`src/hdl/rv_pkg.sv`:
```
`default_nettype none

package rv_pkg;

   localparam int xlen       = 32;
   localparam int reg_addr_w = 5;
   localparam logic [xlen-1:0] reset_pc = '0;

   // major opcodes
   localparam logic [6:0] opc_lui    = 7'b0110111;
   localparam logic [6:0] opc_auipc  = 7'b0010111;
   localparam logic [6:0] opc_jal    = 7'b1101111;
   localparam logic [6:0] opc_jalr   = 7'b1100111;
   localparam logic [6:0] opc_branch = 7'b1100011;
   localparam logic [6:0] opc_load   = 7'b0000011;
   localparam logic [6:0] opc_store  = 7'b0100011;
   localparam logic [6:0] opc_op_imm = 7'b0010011;
   localparam logic [6:0] opc_op     = 7'b0110011;

   typedef enum logic [2:0] {
      FETCH, DECODE, EXECUTE, MEMORY, WRITEBACK, HALT
   } state_e;

   typedef enum logic [4:0] {
      OP_LUI, OP_AUIPC, OP_JAL, OP_JALR,
      OP_BEQ, OP_BNE, OP_BLT, OP_BGE, OP_BLTU, OP_BGEU,
      OP_LW, OP_SW,
      OP_ADDI, OP_SLTI, OP_SLTIU, OP_XORI, OP_ORI, OP_ANDI, OP_SLLI, OP_SRLI, OP_SRAI,
      OP_ADD, OP_SUB, OP_SLL, OP_SLT, OP_SLTU, OP_XOR, OP_SRL, OP_SRA, OP_OR, OP_AND,
      OP_ILLEGAL
   } op_e;

   typedef struct packed {
      logic [6:0] funct7;
      logic [4:0] rs2;
      logic [4:0] rs1;
      logic [2:0] funct3;
      logic [4:0] rd;
      logic [6:0] opcode;
   } r_fmt_t;

   typedef struct packed {
      logic [11:0] imm;
      logic [4:0]  rs1;
      logic [2:0]  funct3;
      logic [4:0]  rd;
      logic [6:0]  opcode;
   } i_fmt_t;

   typedef struct packed {
      logic [6:0] imm_hi;
      logic [4:0] rs2;
      logic [4:0] rs1;
      logic [2:0] funct3;
      logic [4:0] imm_lo;
      logic [6:0] opcode;
   } s_fmt_t;

   typedef struct packed {
      logic       imm12;
      logic [5:0] imm10_5;
      logic [4:0] rs2;
      logic [4:0] rs1;
      logic [2:0] funct3;
      logic [3:0] imm4_1;
      logic       imm11;
      logic [6:0] opcode;
   } b_fmt_t;

   typedef struct packed {
      logic [19:0] imm;
      logic [4:0]  rd;
      logic [6:0]  opcode;
   } u_fmt_t;

   typedef struct packed {
      logic       imm20;
      logic [9:0] imm10_1;
      logic       imm11;
      logic [7:0] imm19_12;
      logic [4:0] rd;
      logic [6:0] opcode;
   } j_fmt_t;

   // one fetched word, seen through each encoding format
   typedef union packed {
      logic [31:0] raw;
      r_fmt_t      r;
      i_fmt_t      i;
      s_fmt_t      s;
      b_fmt_t      b;
      u_fmt_t      u;
      j_fmt_t      j;
   } instr_word_u;

   typedef struct packed {
      op_e                   op;
      logic [reg_addr_w-1:0] rd;
      logic [reg_addr_w-1:0] rs1;
      logic [reg_addr_w-1:0] rs2;
      logic [xlen-1:0]       imm;
   } decoded_t;

endpackage

`default_nettype wire

```
`src/hdl/mem_bus_if.sv`:
```
`default_nettype none

interface mem_bus_if;
   import rv_pkg::*;

   logic            req;
   logic            we;
   logic [xlen-1:0] addr;
   logic [xlen-1:0] wdata;
   logic            ack;
   logic [xlen-1:0] rdata;

   // four-phase: req up, ack up, req down, ack down
   modport requester (
      output req, we, addr, wdata,
      input  ack, rdata
   );

   modport responder (
      input  req, we, addr, wdata,
      output ack, rdata
   );

endinterface

`default_nettype wire

```
`src/hdl/decoder.sv`:
```
`default_nettype none

module decoder (
   input  logic                clk,
   input  logic                reset,
   input  rv_pkg::state_e      state,
   input  rv_pkg::instr_word_u instr,
   output rv_pkg::decoded_t    dec
);
   import rv_pkg::*;

   logic [6:0]      opcode;
   logic [2:0]      funct3;
   logic [6:0]      funct7;
   logic            fmt_r;
   logic            fmt_i;
   logic            fmt_s;
   logic            fmt_b;
   logic            fmt_u;
   logic            fmt_j;
   op_e             op;
   logic [xlen-1:0] imm;

   assign opcode = instr.r.opcode;
   assign funct3 = instr.r.funct3;
   assign funct7 = instr.r.funct7;

   assign fmt_r = (opcode == opc_op);
   assign fmt_i = (opcode inside {opc_jalr, opc_load, opc_op_imm});
   assign fmt_s = (opcode == opc_store);
   assign fmt_b = (opcode == opc_branch);
   assign fmt_u = (opcode inside {opc_lui, opc_auipc});
   assign fmt_j = (opcode == opc_jal);

   always_comb begin
      op = OP_ILLEGAL;
      case (opcode)
         opc_lui:    op = OP_LUI;
         opc_auipc:  op = OP_AUIPC;
         opc_jal:    op = OP_JAL;
         opc_jalr:   if (funct3 == 3'b000) op = OP_JALR;
         opc_load:   if (funct3 == 3'b010) op = OP_LW;
         opc_store:  if (funct3 == 3'b010) op = OP_SW;
         opc_branch: begin
            case (funct3)
               3'b000:  op = OP_BEQ;
               3'b001:  op = OP_BNE;
               3'b100:  op = OP_BLT;
               3'b101:  op = OP_BGE;
               3'b110:  op = OP_BLTU;
               3'b111:  op = OP_BGEU;
               default: op = OP_ILLEGAL;
            endcase
         end
         opc_op_imm: begin
            case (funct3)
               3'b000:  op = OP_ADDI;
               3'b010:  op = OP_SLTI;
               3'b011:  op = OP_SLTIU;
               3'b100:  op = OP_XORI;
               3'b110:  op = OP_ORI;
               3'b111:  op = OP_ANDI;
               3'b001:  if (funct7 == 7'b0000000) op = OP_SLLI;
               default: begin
                  // funct3 101, shift right kind is in funct7
                  if (funct7 == 7'b0000000) op = OP_SRLI;
                  else if (funct7 == 7'b0100000) op = OP_SRAI;
               end
            endcase
         end
         opc_op: begin
            case ({funct7, funct3})
               10'b0000000_000: op = OP_ADD;
               10'b0100000_000: op = OP_SUB;
               10'b0000000_001: op = OP_SLL;
               10'b0000000_010: op = OP_SLT;
               10'b0000000_011: op = OP_SLTU;
               10'b0000000_100: op = OP_XOR;
               10'b0000000_101: op = OP_SRL;
               10'b0100000_101: op = OP_SRA;
               10'b0000000_110: op = OP_OR;
               10'b0000000_111: op = OP_AND;
               default:         op = OP_ILLEGAL;
            endcase
         end
         default: op = OP_ILLEGAL;
      endcase
   end

   // sign-extended immediate per format
   always_comb begin
      if (fmt_i) imm = {{20{instr.i.imm[11]}}, instr.i.imm};
      else if (fmt_s) imm = {{20{instr.s.imm_hi[6]}}, instr.s.imm_hi, instr.s.imm_lo};
      else if (fmt_b)
         imm = {{19{instr.b.imm12}}, instr.b.imm12, instr.b.imm11, instr.b.imm10_5,
                instr.b.imm4_1, 1'b0};
      else if (fmt_u) imm = {instr.u.imm, 12'b0};
      else if (fmt_j)
         imm = {{11{instr.j.imm20}}, instr.j.imm20, instr.j.imm19_12, instr.j.imm11,
                instr.j.imm10_1, 1'b0};
      else imm = '0;
   end

   always_ff @(posedge clk) begin
      if (reset) begin
         dec.op  <= OP_ILLEGAL;
         dec.rd  <= '0;
         dec.rs1 <= '0;
         dec.rs2 <= '0;
         dec.imm <= '0;
      end else if (state == DECODE) begin
         dec.op  <= op;
         dec.rd  <= (fmt_r || fmt_i || fmt_u || fmt_j) ? instr.r.rd : '0;
         dec.rs1 <= (fmt_r || fmt_i || fmt_s || fmt_b) ? instr.r.rs1 : '0;
         dec.rs2 <= (fmt_r || fmt_s || fmt_b) ? instr.r.rs2 : '0;
         dec.imm <= imm;
      end
   end

   // stores and branches must never reach writeback with a live rd
   assert property (@(posedge clk) disable iff (reset)
      (dec.op inside {OP_SW, OP_BEQ, OP_BNE, OP_BLT, OP_BGE, OP_BLTU, OP_BGEU})
      |-> (dec.rd == '0));

endmodule

`default_nettype wire

```
`src/hdl/regfile.sv`:
```
`default_nettype none

module regfile (
   input  logic                          clk,
   input  logic                          reset,
   input  logic [rv_pkg::reg_addr_w-1:0] rs1,
   input  logic [rv_pkg::reg_addr_w-1:0] rs2,
   output logic [rv_pkg::xlen-1:0]       rdata1,
   output logic [rv_pkg::xlen-1:0]       rdata2,
   input  logic                          we,
   input  logic [rv_pkg::reg_addr_w-1:0] rd,
   input  logic [rv_pkg::xlen-1:0]       wdata
);
   import rv_pkg::*;

   // x0 has no storage
   logic [xlen-1:0] regs [1:31];

   always_ff @(posedge clk) begin
      if (reset) begin
         for (int i = 1; i < 32; i++) begin
            regs[i] <= '0;
         end
      end else if (we && rd != '0) begin
         regs[rd] <= wdata;
      end
   end

   assign rdata1 = (rs1 == '0) ? '0 : regs[rs1];
   assign rdata2 = (rs2 == '0) ? '0 : regs[rs2];

endmodule

`default_nettype wire

```
`src/hdl/core_ctrl.sv`:
```
`default_nettype none

module core_ctrl (
   input  logic         clk,
   input  logic         reset,
   mem_bus_if.requester fetch_bus,
   mem_bus_if.requester data_bus,
   output logic         halted
);
   import rv_pkg::*;

   state_e          state;
   logic [xlen-1:0] pc;
   instr_word_u     ir;
   logic [xlen-1:0] alu_res;
   logic [xlen-1:0] load_data;
   logic            fetch_req;
   logic            data_req;
   logic            acked;
   decoded_t        dec;
   logic [xlen-1:0] rs1_val;
   logic [xlen-1:0] rs2_val;
   logic [xlen-1:0] op_b;
   logic [4:0]      shamt;
   logic [xlen-1:0] alu_out;
   logic            taken;
   logic [xlen-1:0] next_pc;
   logic            rf_we;
   logic [xlen-1:0] rf_wdata;

   decoder decoder_i (
      .clk   (clk),
      .reset (reset),
      .state (state),
      .instr (ir),
      .dec   (dec)
   );

   regfile regfile_i (
      .clk    (clk),
      .reset  (reset),
      .rs1    (dec.rs1),
      .rs2    (dec.rs2),
      .rdata1 (rs1_val),
      .rdata2 (rs2_val),
      .we     (rf_we),
      .rd     (dec.rd),
      .wdata  (rf_wdata)
   );

   // register ops take rs2, everything else the immediate
   assign op_b = (dec.op inside {OP_ADD, OP_SUB, OP_SLL, OP_SLT, OP_SLTU,
                                 OP_XOR, OP_SRL, OP_SRA, OP_OR, OP_AND}) ? rs2_val : dec.imm;
   assign shamt = op_b[4:0];

   always_comb begin
      case (dec.op)
         OP_LUI:            alu_out = dec.imm;
         OP_AUIPC:          alu_out = pc + dec.imm;
         OP_JAL, OP_JALR:   alu_out = pc + 32'd4;
         OP_SUB:            alu_out = rs1_val - op_b;
         OP_SLT, OP_SLTI:   alu_out = {{(xlen-1){1'b0}}, $signed(rs1_val) < $signed(op_b)};
         OP_SLTU, OP_SLTIU: alu_out = {{(xlen-1){1'b0}}, rs1_val < op_b};
         OP_XOR, OP_XORI:   alu_out = rs1_val ^ op_b;
         OP_OR, OP_ORI:     alu_out = rs1_val | op_b;
         OP_AND, OP_ANDI:   alu_out = rs1_val & op_b;
         OP_SLL, OP_SLLI:   alu_out = rs1_val << shamt;
         OP_SRL, OP_SRLI:   alu_out = rs1_val >> shamt;
         OP_SRA, OP_SRAI:   alu_out = $unsigned($signed(rs1_val) >>> shamt);
         default:           alu_out = rs1_val + op_b;
      endcase
   end

   always_comb begin
      case (dec.op)
         OP_BEQ:  taken = (rs1_val == rs2_val);
         OP_BNE:  taken = (rs1_val != rs2_val);
         OP_BLT:  taken = ($signed(rs1_val) < $signed(rs2_val));
         OP_BGE:  taken = ($signed(rs1_val) >= $signed(rs2_val));
         OP_BLTU: taken = (rs1_val < rs2_val);
         OP_BGEU: taken = (rs1_val >= rs2_val);
         OP_JAL:  taken = 1'b1;
         default: taken = 1'b0;
      endcase
   end

   assign next_pc = (dec.op == OP_JALR) ? ((rs1_val + dec.imm) & ~32'd1) :
                    taken ? (pc + dec.imm) : (pc + 32'd4);

   assign fetch_bus.req   = fetch_req;
   assign fetch_bus.we    = 1'b0;
   assign fetch_bus.addr  = pc;
   assign fetch_bus.wdata = '0;
   assign data_bus.req    = data_req;
   assign data_bus.we     = (dec.op == OP_SW);
   assign data_bus.addr   = alu_res;
   assign data_bus.wdata  = rs2_val;

   // rd is already zero for stores and branches
   assign rf_we    = (state == WRITEBACK);
   assign rf_wdata = (dec.op == OP_LW) ? load_data : alu_res;
   assign halted   = (state == HALT);

   always_ff @(posedge clk) begin
      if (reset) begin
         state     <= FETCH;
         pc        <= reset_pc;
         fetch_req <= 1'b0;
         data_req  <= 1'b0;
         acked     <= 1'b0;
      end else begin
         case (state)
            FETCH: begin
               if (!fetch_req && !acked && !fetch_bus.ack) begin
                  fetch_req <= 1'b1;
               end else if (fetch_req && fetch_bus.ack) begin
                  fetch_req <= 1'b0;
                  acked     <= 1'b1;
               end else if (acked && !fetch_bus.ack) begin
                  acked <= 1'b0;
                  state <= DECODE;
               end
            end
            DECODE: state <= EXECUTE;
            EXECUTE: begin
               if (dec.op == OP_ILLEGAL) begin
                  state <= HALT;
               end else begin
                  pc    <= next_pc;
                  state <= (dec.op inside {OP_LW, OP_SW}) ? MEMORY : WRITEBACK;
               end
            end
            MEMORY: begin
               if (!data_req && !acked && !data_bus.ack) begin
                  data_req <= 1'b1;
               end else if (data_req && data_bus.ack) begin
                  data_req <= 1'b0;
                  acked    <= 1'b1;
               end else if (acked && !data_bus.ack) begin
                  acked <= 1'b0;
                  state <= WRITEBACK;
               end
            end
            WRITEBACK: state <= FETCH;
            HALT:      state <= HALT;
            default:   state <= HALT;
         endcase
      end
   end

   always_ff @(posedge clk) begin
      if (state == FETCH && fetch_req && fetch_bus.ack) ir.raw <= fetch_bus.rdata;
      if (state == MEMORY && data_req && data_bus.ack) load_data <= data_bus.rdata;
      if (state == EXECUTE) alu_res <= alu_out;
   end

   assert property (@(posedge clk) disable iff (reset) !(fetch_bus.req && data_bus.req));

   assert property (@(posedge clk) disable iff (reset)
      fetch_bus.req |=> (!fetch_bus.req || $stable(fetch_bus.addr)));

   assert property (@(posedge clk) disable iff (reset)
      data_bus.req |=> (!data_bus.req || $stable(data_bus.addr)));

endmodule

`default_nettype wire

```
`src/hdl/mem_arbiter.sv`:
```
`default_nettype none

module mem_arbiter (
   input  logic                    clk,
   input  logic                    reset,
   mem_bus_if.responder            fetch_bus,
   mem_bus_if.responder            data_bus,
   output logic                    mem_req,
   output logic                    mem_we,
   output logic [rv_pkg::xlen-1:0] mem_addr,
   output logic [rv_pkg::xlen-1:0] mem_wdata,
   input  logic                    mem_ack,
   input  logic [rv_pkg::xlen-1:0] mem_rdata
);

   // high selects load/store
   logic grant;

   // re-arbitrate only with the shared port fully idle
   always_ff @(posedge clk) begin
      if (reset) begin
         grant <= 1'b0;
      end else if (!mem_req && !mem_ack) begin
         if (data_bus.req) grant <= 1'b1;
         else if (fetch_bus.req) grant <= 1'b0;
      end
   end

   assign mem_req   = grant ? data_bus.req   : fetch_bus.req;
   assign mem_we    = grant ? data_bus.we    : fetch_bus.we;
   assign mem_addr  = grant ? data_bus.addr  : fetch_bus.addr;
   assign mem_wdata = grant ? data_bus.wdata : fetch_bus.wdata;

   assign fetch_bus.ack   = !grant && mem_ack;
   assign fetch_bus.rdata = grant ? '0 : mem_rdata;
   assign data_bus.ack    = grant && mem_ack;
   assign data_bus.rdata  = grant ? mem_rdata : '0;

   assert property (@(posedge clk) disable iff (reset)
      (mem_req || mem_ack) |=> $stable(grant));

endmodule

`default_nettype wire

```
`src/hdl/rv_core_top.sv`:
```
`default_nettype none

module rv_core_top (
   input  logic                    clk,
   input  logic                    reset,
   output logic                    mem_req,
   output logic                    mem_we,
   output logic [rv_pkg::xlen-1:0] mem_addr,
   output logic [rv_pkg::xlen-1:0] mem_wdata,
   input  logic                    mem_ack,
   input  logic [rv_pkg::xlen-1:0] mem_rdata,
   output logic                    halted
);

   mem_bus_if fetch_bus ();
   mem_bus_if data_bus ();

   core_ctrl core_ctrl_i (
      .clk       (clk),
      .reset     (reset),
      .fetch_bus (fetch_bus),
      .data_bus  (data_bus),
      .halted    (halted)
   );

   // single external port shared by fetch and load/store
   mem_arbiter mem_arbiter_i (
      .clk       (clk),
      .reset     (reset),
      .fetch_bus (fetch_bus),
      .data_bus  (data_bus),
      .mem_req   (mem_req),
      .mem_we    (mem_we),
      .mem_addr  (mem_addr),
      .mem_wdata (mem_wdata),
      .mem_ack   (mem_ack),
      .mem_rdata (mem_rdata)
   );

endmodule

`default_nettype wire

```
`config.mk`:
```
export PLATFORM = sky130hd
export DESIGN_NAME = rv_core_top
export DESIGN_NICKNAME = d
export VERILOG_FILES = /design/src/hdl/rv_pkg.sv /design/src/hdl/mem_bus_if.sv /design/src/hdl/decoder.sv /design/src/hdl/regfile.sv /design/src/hdl/core_ctrl.sv /design/src/hdl/mem_arbiter.sv /design/src/hdl/rv_core_top.sv
export SDC_FILE = /design/constraint.sdc
export NUM_CORES = 2
export LEC_CHECK = 0
export BUFFER_PORTS_ARGS = -buffer_cell sky130_fd_sc_hd__buf_2
export CAP_MARGIN = 0
export CELL_PAD_IN_SITES_DETAIL_PLACEMENT = 2
export CELL_PAD_IN_SITES_GLOBAL_PLACEMENT = 2
export CORE_MARGIN = 1
export CORE_UTILIZATION = 45
export DETAILED_ROUTE_END_ITERATION = 7
export PLACE_DENSITY = 0.8
export SLEW_MARGIN = 10
export SYNTH_ARGS = -nofsm -noshare
export SYNTH_HDL_FRONTEND = slang
export SYNTH_SLANG_ARGS = --single-unit
```
`constraint.sdc`:
```
create_clock -name clk -period 9 [get_ports clk]
set_clock_uncertainty 0.2 [all_clocks]
set_input_delay 0.45 -clock clk [delete_from_list [all_inputs] [get_ports clk]]
set_output_delay 0.45 -clock clk [all_outputs]
set_load 0.05 [all_outputs]
```
==> impl_metrics.env <==
export IMPL_r2r_slack_ps=460
export IMPL_p_comb_frac=0.096
export IMPL_port_buffers=101
export IMPL_rsz0062_at_grt="no"
export IMPL_die_w_um=412
export IMPL_synth_top_family_by_area="multiplexers"
export IMPL_internal_power_mw=9.84
export IMPL_cts_tree="yes"
export IMPL_gp_congestion=1.03
export IMPL_top_usage_layer="met2"
export IMPL_finalSetupViolCount=0
export IMPL_grt_pass1_vias=68704
export IMPL_syn_instance_count=6579
export IMPL_rows=150
export IMPL_clock_latency_ps=850
export IMPL_cts_setup_buffers=0
export IMPL_area_growth_pct=10.6
export IMPL_cts_htree_levels=4
export IMPL_drt_iter0_markers=10027
export IMPL_final_cells=8881
export IMPL_critPathKind="reg2reg"
export IMPL_postLayoutCoreUtil=0.502
export IMPL_synth_compound_area_frac=0.109
export IMPL_clkTransAtPathRegs_ps=60
export IMPL_antenna_found_initial=27
export IMPL_p_total_mw=13.7
export IMPL_hpwlAfterDp_mm=261
export IMPL_finalSetupTns_ps=0
export IMPL_yosysSeqAreaShare=0.470
export IMPL_p_seq_frac=0.478
export IMPL_synth_edf_count=1120
export IMPL_use_met1=0.553
export IMPL_grt_max_degree=96
export IMPL_die_h_um=412
export IMPL_place_inst=8574
export IMPL_clockRootBuffer="clkbuf_16"
export IMPL_hold_violations=0
export IMPL_async_flop_share=0
export IMPL_synthXorXnorAreaFrac=0.0114
export IMPL_num_vias=66194
export IMPL_grt_first_pass_wirelength_mm=558
export IMPL_grt_usage=0.475
export IMPL_yosys_warnings=0
export IMPL_clkSinkCount=1221
export IMPL_cts_max_path_buffers=3
export IMPL_endpoint_kind="flop"
export IMPL_layout_nets=6778
export IMPL_slew_headroom=0.107
export IMPL_peakVddDrop_mv=0.217
export IMPL_status="completed"
export IMPL_worstPathArrival_ps=9040
export IMPL_avgSynthCellArea_um2=11.5
export IMPL_worst_path_max_fanout=44
export IMPL_cts_resized=0
export IMPL_synth_ff_type="edfxtp_1"
export IMPL_drc=0
export IMPL_ys_types=111
export IMPL_cts_buffers=141
export IMPL_use_met3=0.143
export IMPL_p_per_area_mw_per_mm2=163
export IMPL_p_sw_mw=3.86
export IMPL_p_sw_frac=0.282
export IMPL_synthMuxAreaShare=0.206
export IMPL_dr_pass1_iters=8
export IMPL_ys_ff_latch=1221
export IMPL_finalWirelength_mm=407
export IMPL_finalCritPeriodShare=0.949
export IMPL_drive_gt1_frac=0.195
export IMPL_grt_overflow=0
export IMPL_use_met2=0.713
export IMPL_pin_count=102
export IMPL_initial_core_util=0.453
export IMPL_max_cap_violations=0
export IMPL_critPathRequiredTime_ps=9500
export IMPL_slew_violations=0
export IMPL_max_freq_mhz=117
export IMPL_core_area_mm2=0.167
export IMPL_via_per_inst=7.45
export IMPL_timing_final_crit_period_ps=8540
export IMPL_leakage_nw=30.2
export IMPL_antenna_left=0
export IMPL_tightest_slew_ps=1320
export IMPL_clkPwrFrac=0.426
export IMPL_synth_area_mm2=0.0758
export IMPL_hold_path_class="in2reg"
export IMPL_synthAdderAreaFrac=0.0326
export IMPL_wl_per_cell_um=45.9
export IMPL_die_area_mm2=0.170
export IMPL_start_kind="flop"
export IMPL_synth_simple_gate_area_frac=0.125
## cell usage in the layout, fill, tap and decap left out, types with 66 or more instances in the layout
cell	n
a21o_1	92
mux2i_1	251
nor2_1	1311
ha_1	191
nand2_1	350
edfxtp_1	1120
dfxtp_1	92
a22oi_1	94
a21oi_1	275
inv_1	159
mux2_2	72
xnor2_1	66
o21ai_0	217
buf_4	220
a211oi_1	71
clkbuf_16	144
nor2b_1	70
buf_2	101
nand3_1	82
mux4_2	511
## routing by layer
metal | up-vias | share of wire | wire length, um
met3 | 1969 | 0.12 | 49800
met5 | - | 0.00051 | 207
li1 | 24792 | - | -
met4 | 28 | 0.11 | 42900
met2 | 5735 | 0.44 | 179000
met1 | 33670 | 0.33 | 136000
## repair_timing
action                                  4_1_cts  5_1_grt
endpoints found under the setup margin        0        0
hold endpoints to repair                     68        0
hold buffers                                 33        0
## flip-flops by register name, indices dropped and copies added (netlist names), 3 cells and up, named ones only
signal                      count
core_ctrl_i.state               3
core_ctrl_i.fetch_bus.addr     32
core_ctrl_i.decoder_i.dec      52
core_ctrl_i.data_bus.addr      32
core_ctrl_i.ir                 32
core_ctrl_i.regfile_i.regs   1024
core_ctrl_i.load_data          32
## final timing paths
check	startpoint	endpoint	depth (start not counted)
worst max-delay path	flop	core_ctrl_i.fetch_bus.addr[8]	18
worst min-delay path	reset	core_ctrl_i.state[1]	3
worst max register to register	flop	core_ctrl_i.fetch_bus.addr[8]	18
worst min register to register	core_ctrl_i.fetch_bus.addr[7]	core_ctrl_i.fetch_bus.addr[7]	2
## cells in the mapped netlist, types with 30 or more instances
cell type | instances | area, um2
nor2_1 | 1314 | 4930
edfxtp_1 | 1120 | 33600
mux4_2 | 511 | 11500
nand2_1 | 412 | 1550
clkbuf_1 | 383 | 1440
mux2i_1 | 283 | 2830
a21oi_1 | 276 | 1380
o21ai_0 | 219 | 1100
ha_1 | 191 | 2390
inv_1 | 160 | 601
dfxtp_1 | 101 | 2020
a22oi_1 | 94 | 706
a21o_1 | 92 | 691
nand3_1 | 82 | 410
buf_2 | 75 | 375
a211oi_1 | 73 | 548
mux2_2 | 72 | 811
nor2b_1 | 71 | 444
xnor2_1 | 66 | 578
nor3_1 | 62 | 310
and2_1 | 59 | 369
nand2b_1 | 54 | 338
o211ai_1 | 52 | 390
a221oi_1 | 48 | 420
o22ai_1 | 43 | 269
a31oi_1 | 41 | 257
buf_4 | 41 | 308
buf_1 | 33 | 124
xor2_1 | 33 | 289
buf_6 | 30 | 338
nand4_1 | 30 | 188
## metrics by stage
stage | instance area (um2) | setup WS, ps | hold WS, ps
CTS | 83800 | 761 | 90.5
global placement | 79000 | 1270 | 292
global route | 83800 | 265 | 119
finish | 83900 | 459 | 90.3
floorplan | 75900 | 2410 | 266
detailed placement | 79000 | 862 | 320
## area by class of cell
cell class | count | area [um2]
timing repair buffer | 367 | 2760
multi-input combinational | 4645 | 37600
sequential | 1221 | 35700
clock buffer | 174 | 3740
tap | 2204 | 2760
clock inverter | 84 | 664
inverter | 172 | 649
antenna | 14 | 35.0
fill | 16328 | 83400
## worst max-delay path: stages, from the launching register on
cell and delay [ps]:
dfxtp_4 1040, buf_4 600, mux4_1 410, mux2i_1 110, mux2_2 340, a2111oi_4 1090, ha_1 440, a2111oi_0 470
a32oi_1 180, a2111oi_0 990, buf_4 250, o31ai_1 140, or4b_1 540, a31oi_1 380, or2_1 270, buf_4 240
a221oi_1 130, a21o_1 230, a221oi_1 240
## power by group through the flow
stage	Sequential (mW)	Clock, mW	Combinational (mW)
after detailed placement	6.64	0	1.22
after floorplan	6.55	0	0.678
final	6.55	5.84	1.31
after global placement	6.61	0	1.18
after CTS	6.54	5.78	1.25
after global routing	6.55	5.97	1.32
## kinds of logic after synthesis
group | after synthesis
buffers and inverters | 744
multiplexers | 885
flip-flops | 1221
AND/OR/NAND/NOR | 2213
AO/OA/AOI/OAI | 1221
adder cells (fa/ha/maj) | 195
XOR/XNOR | 99
other | 1
Note: power is estimated with default switching activity, not from simulation.
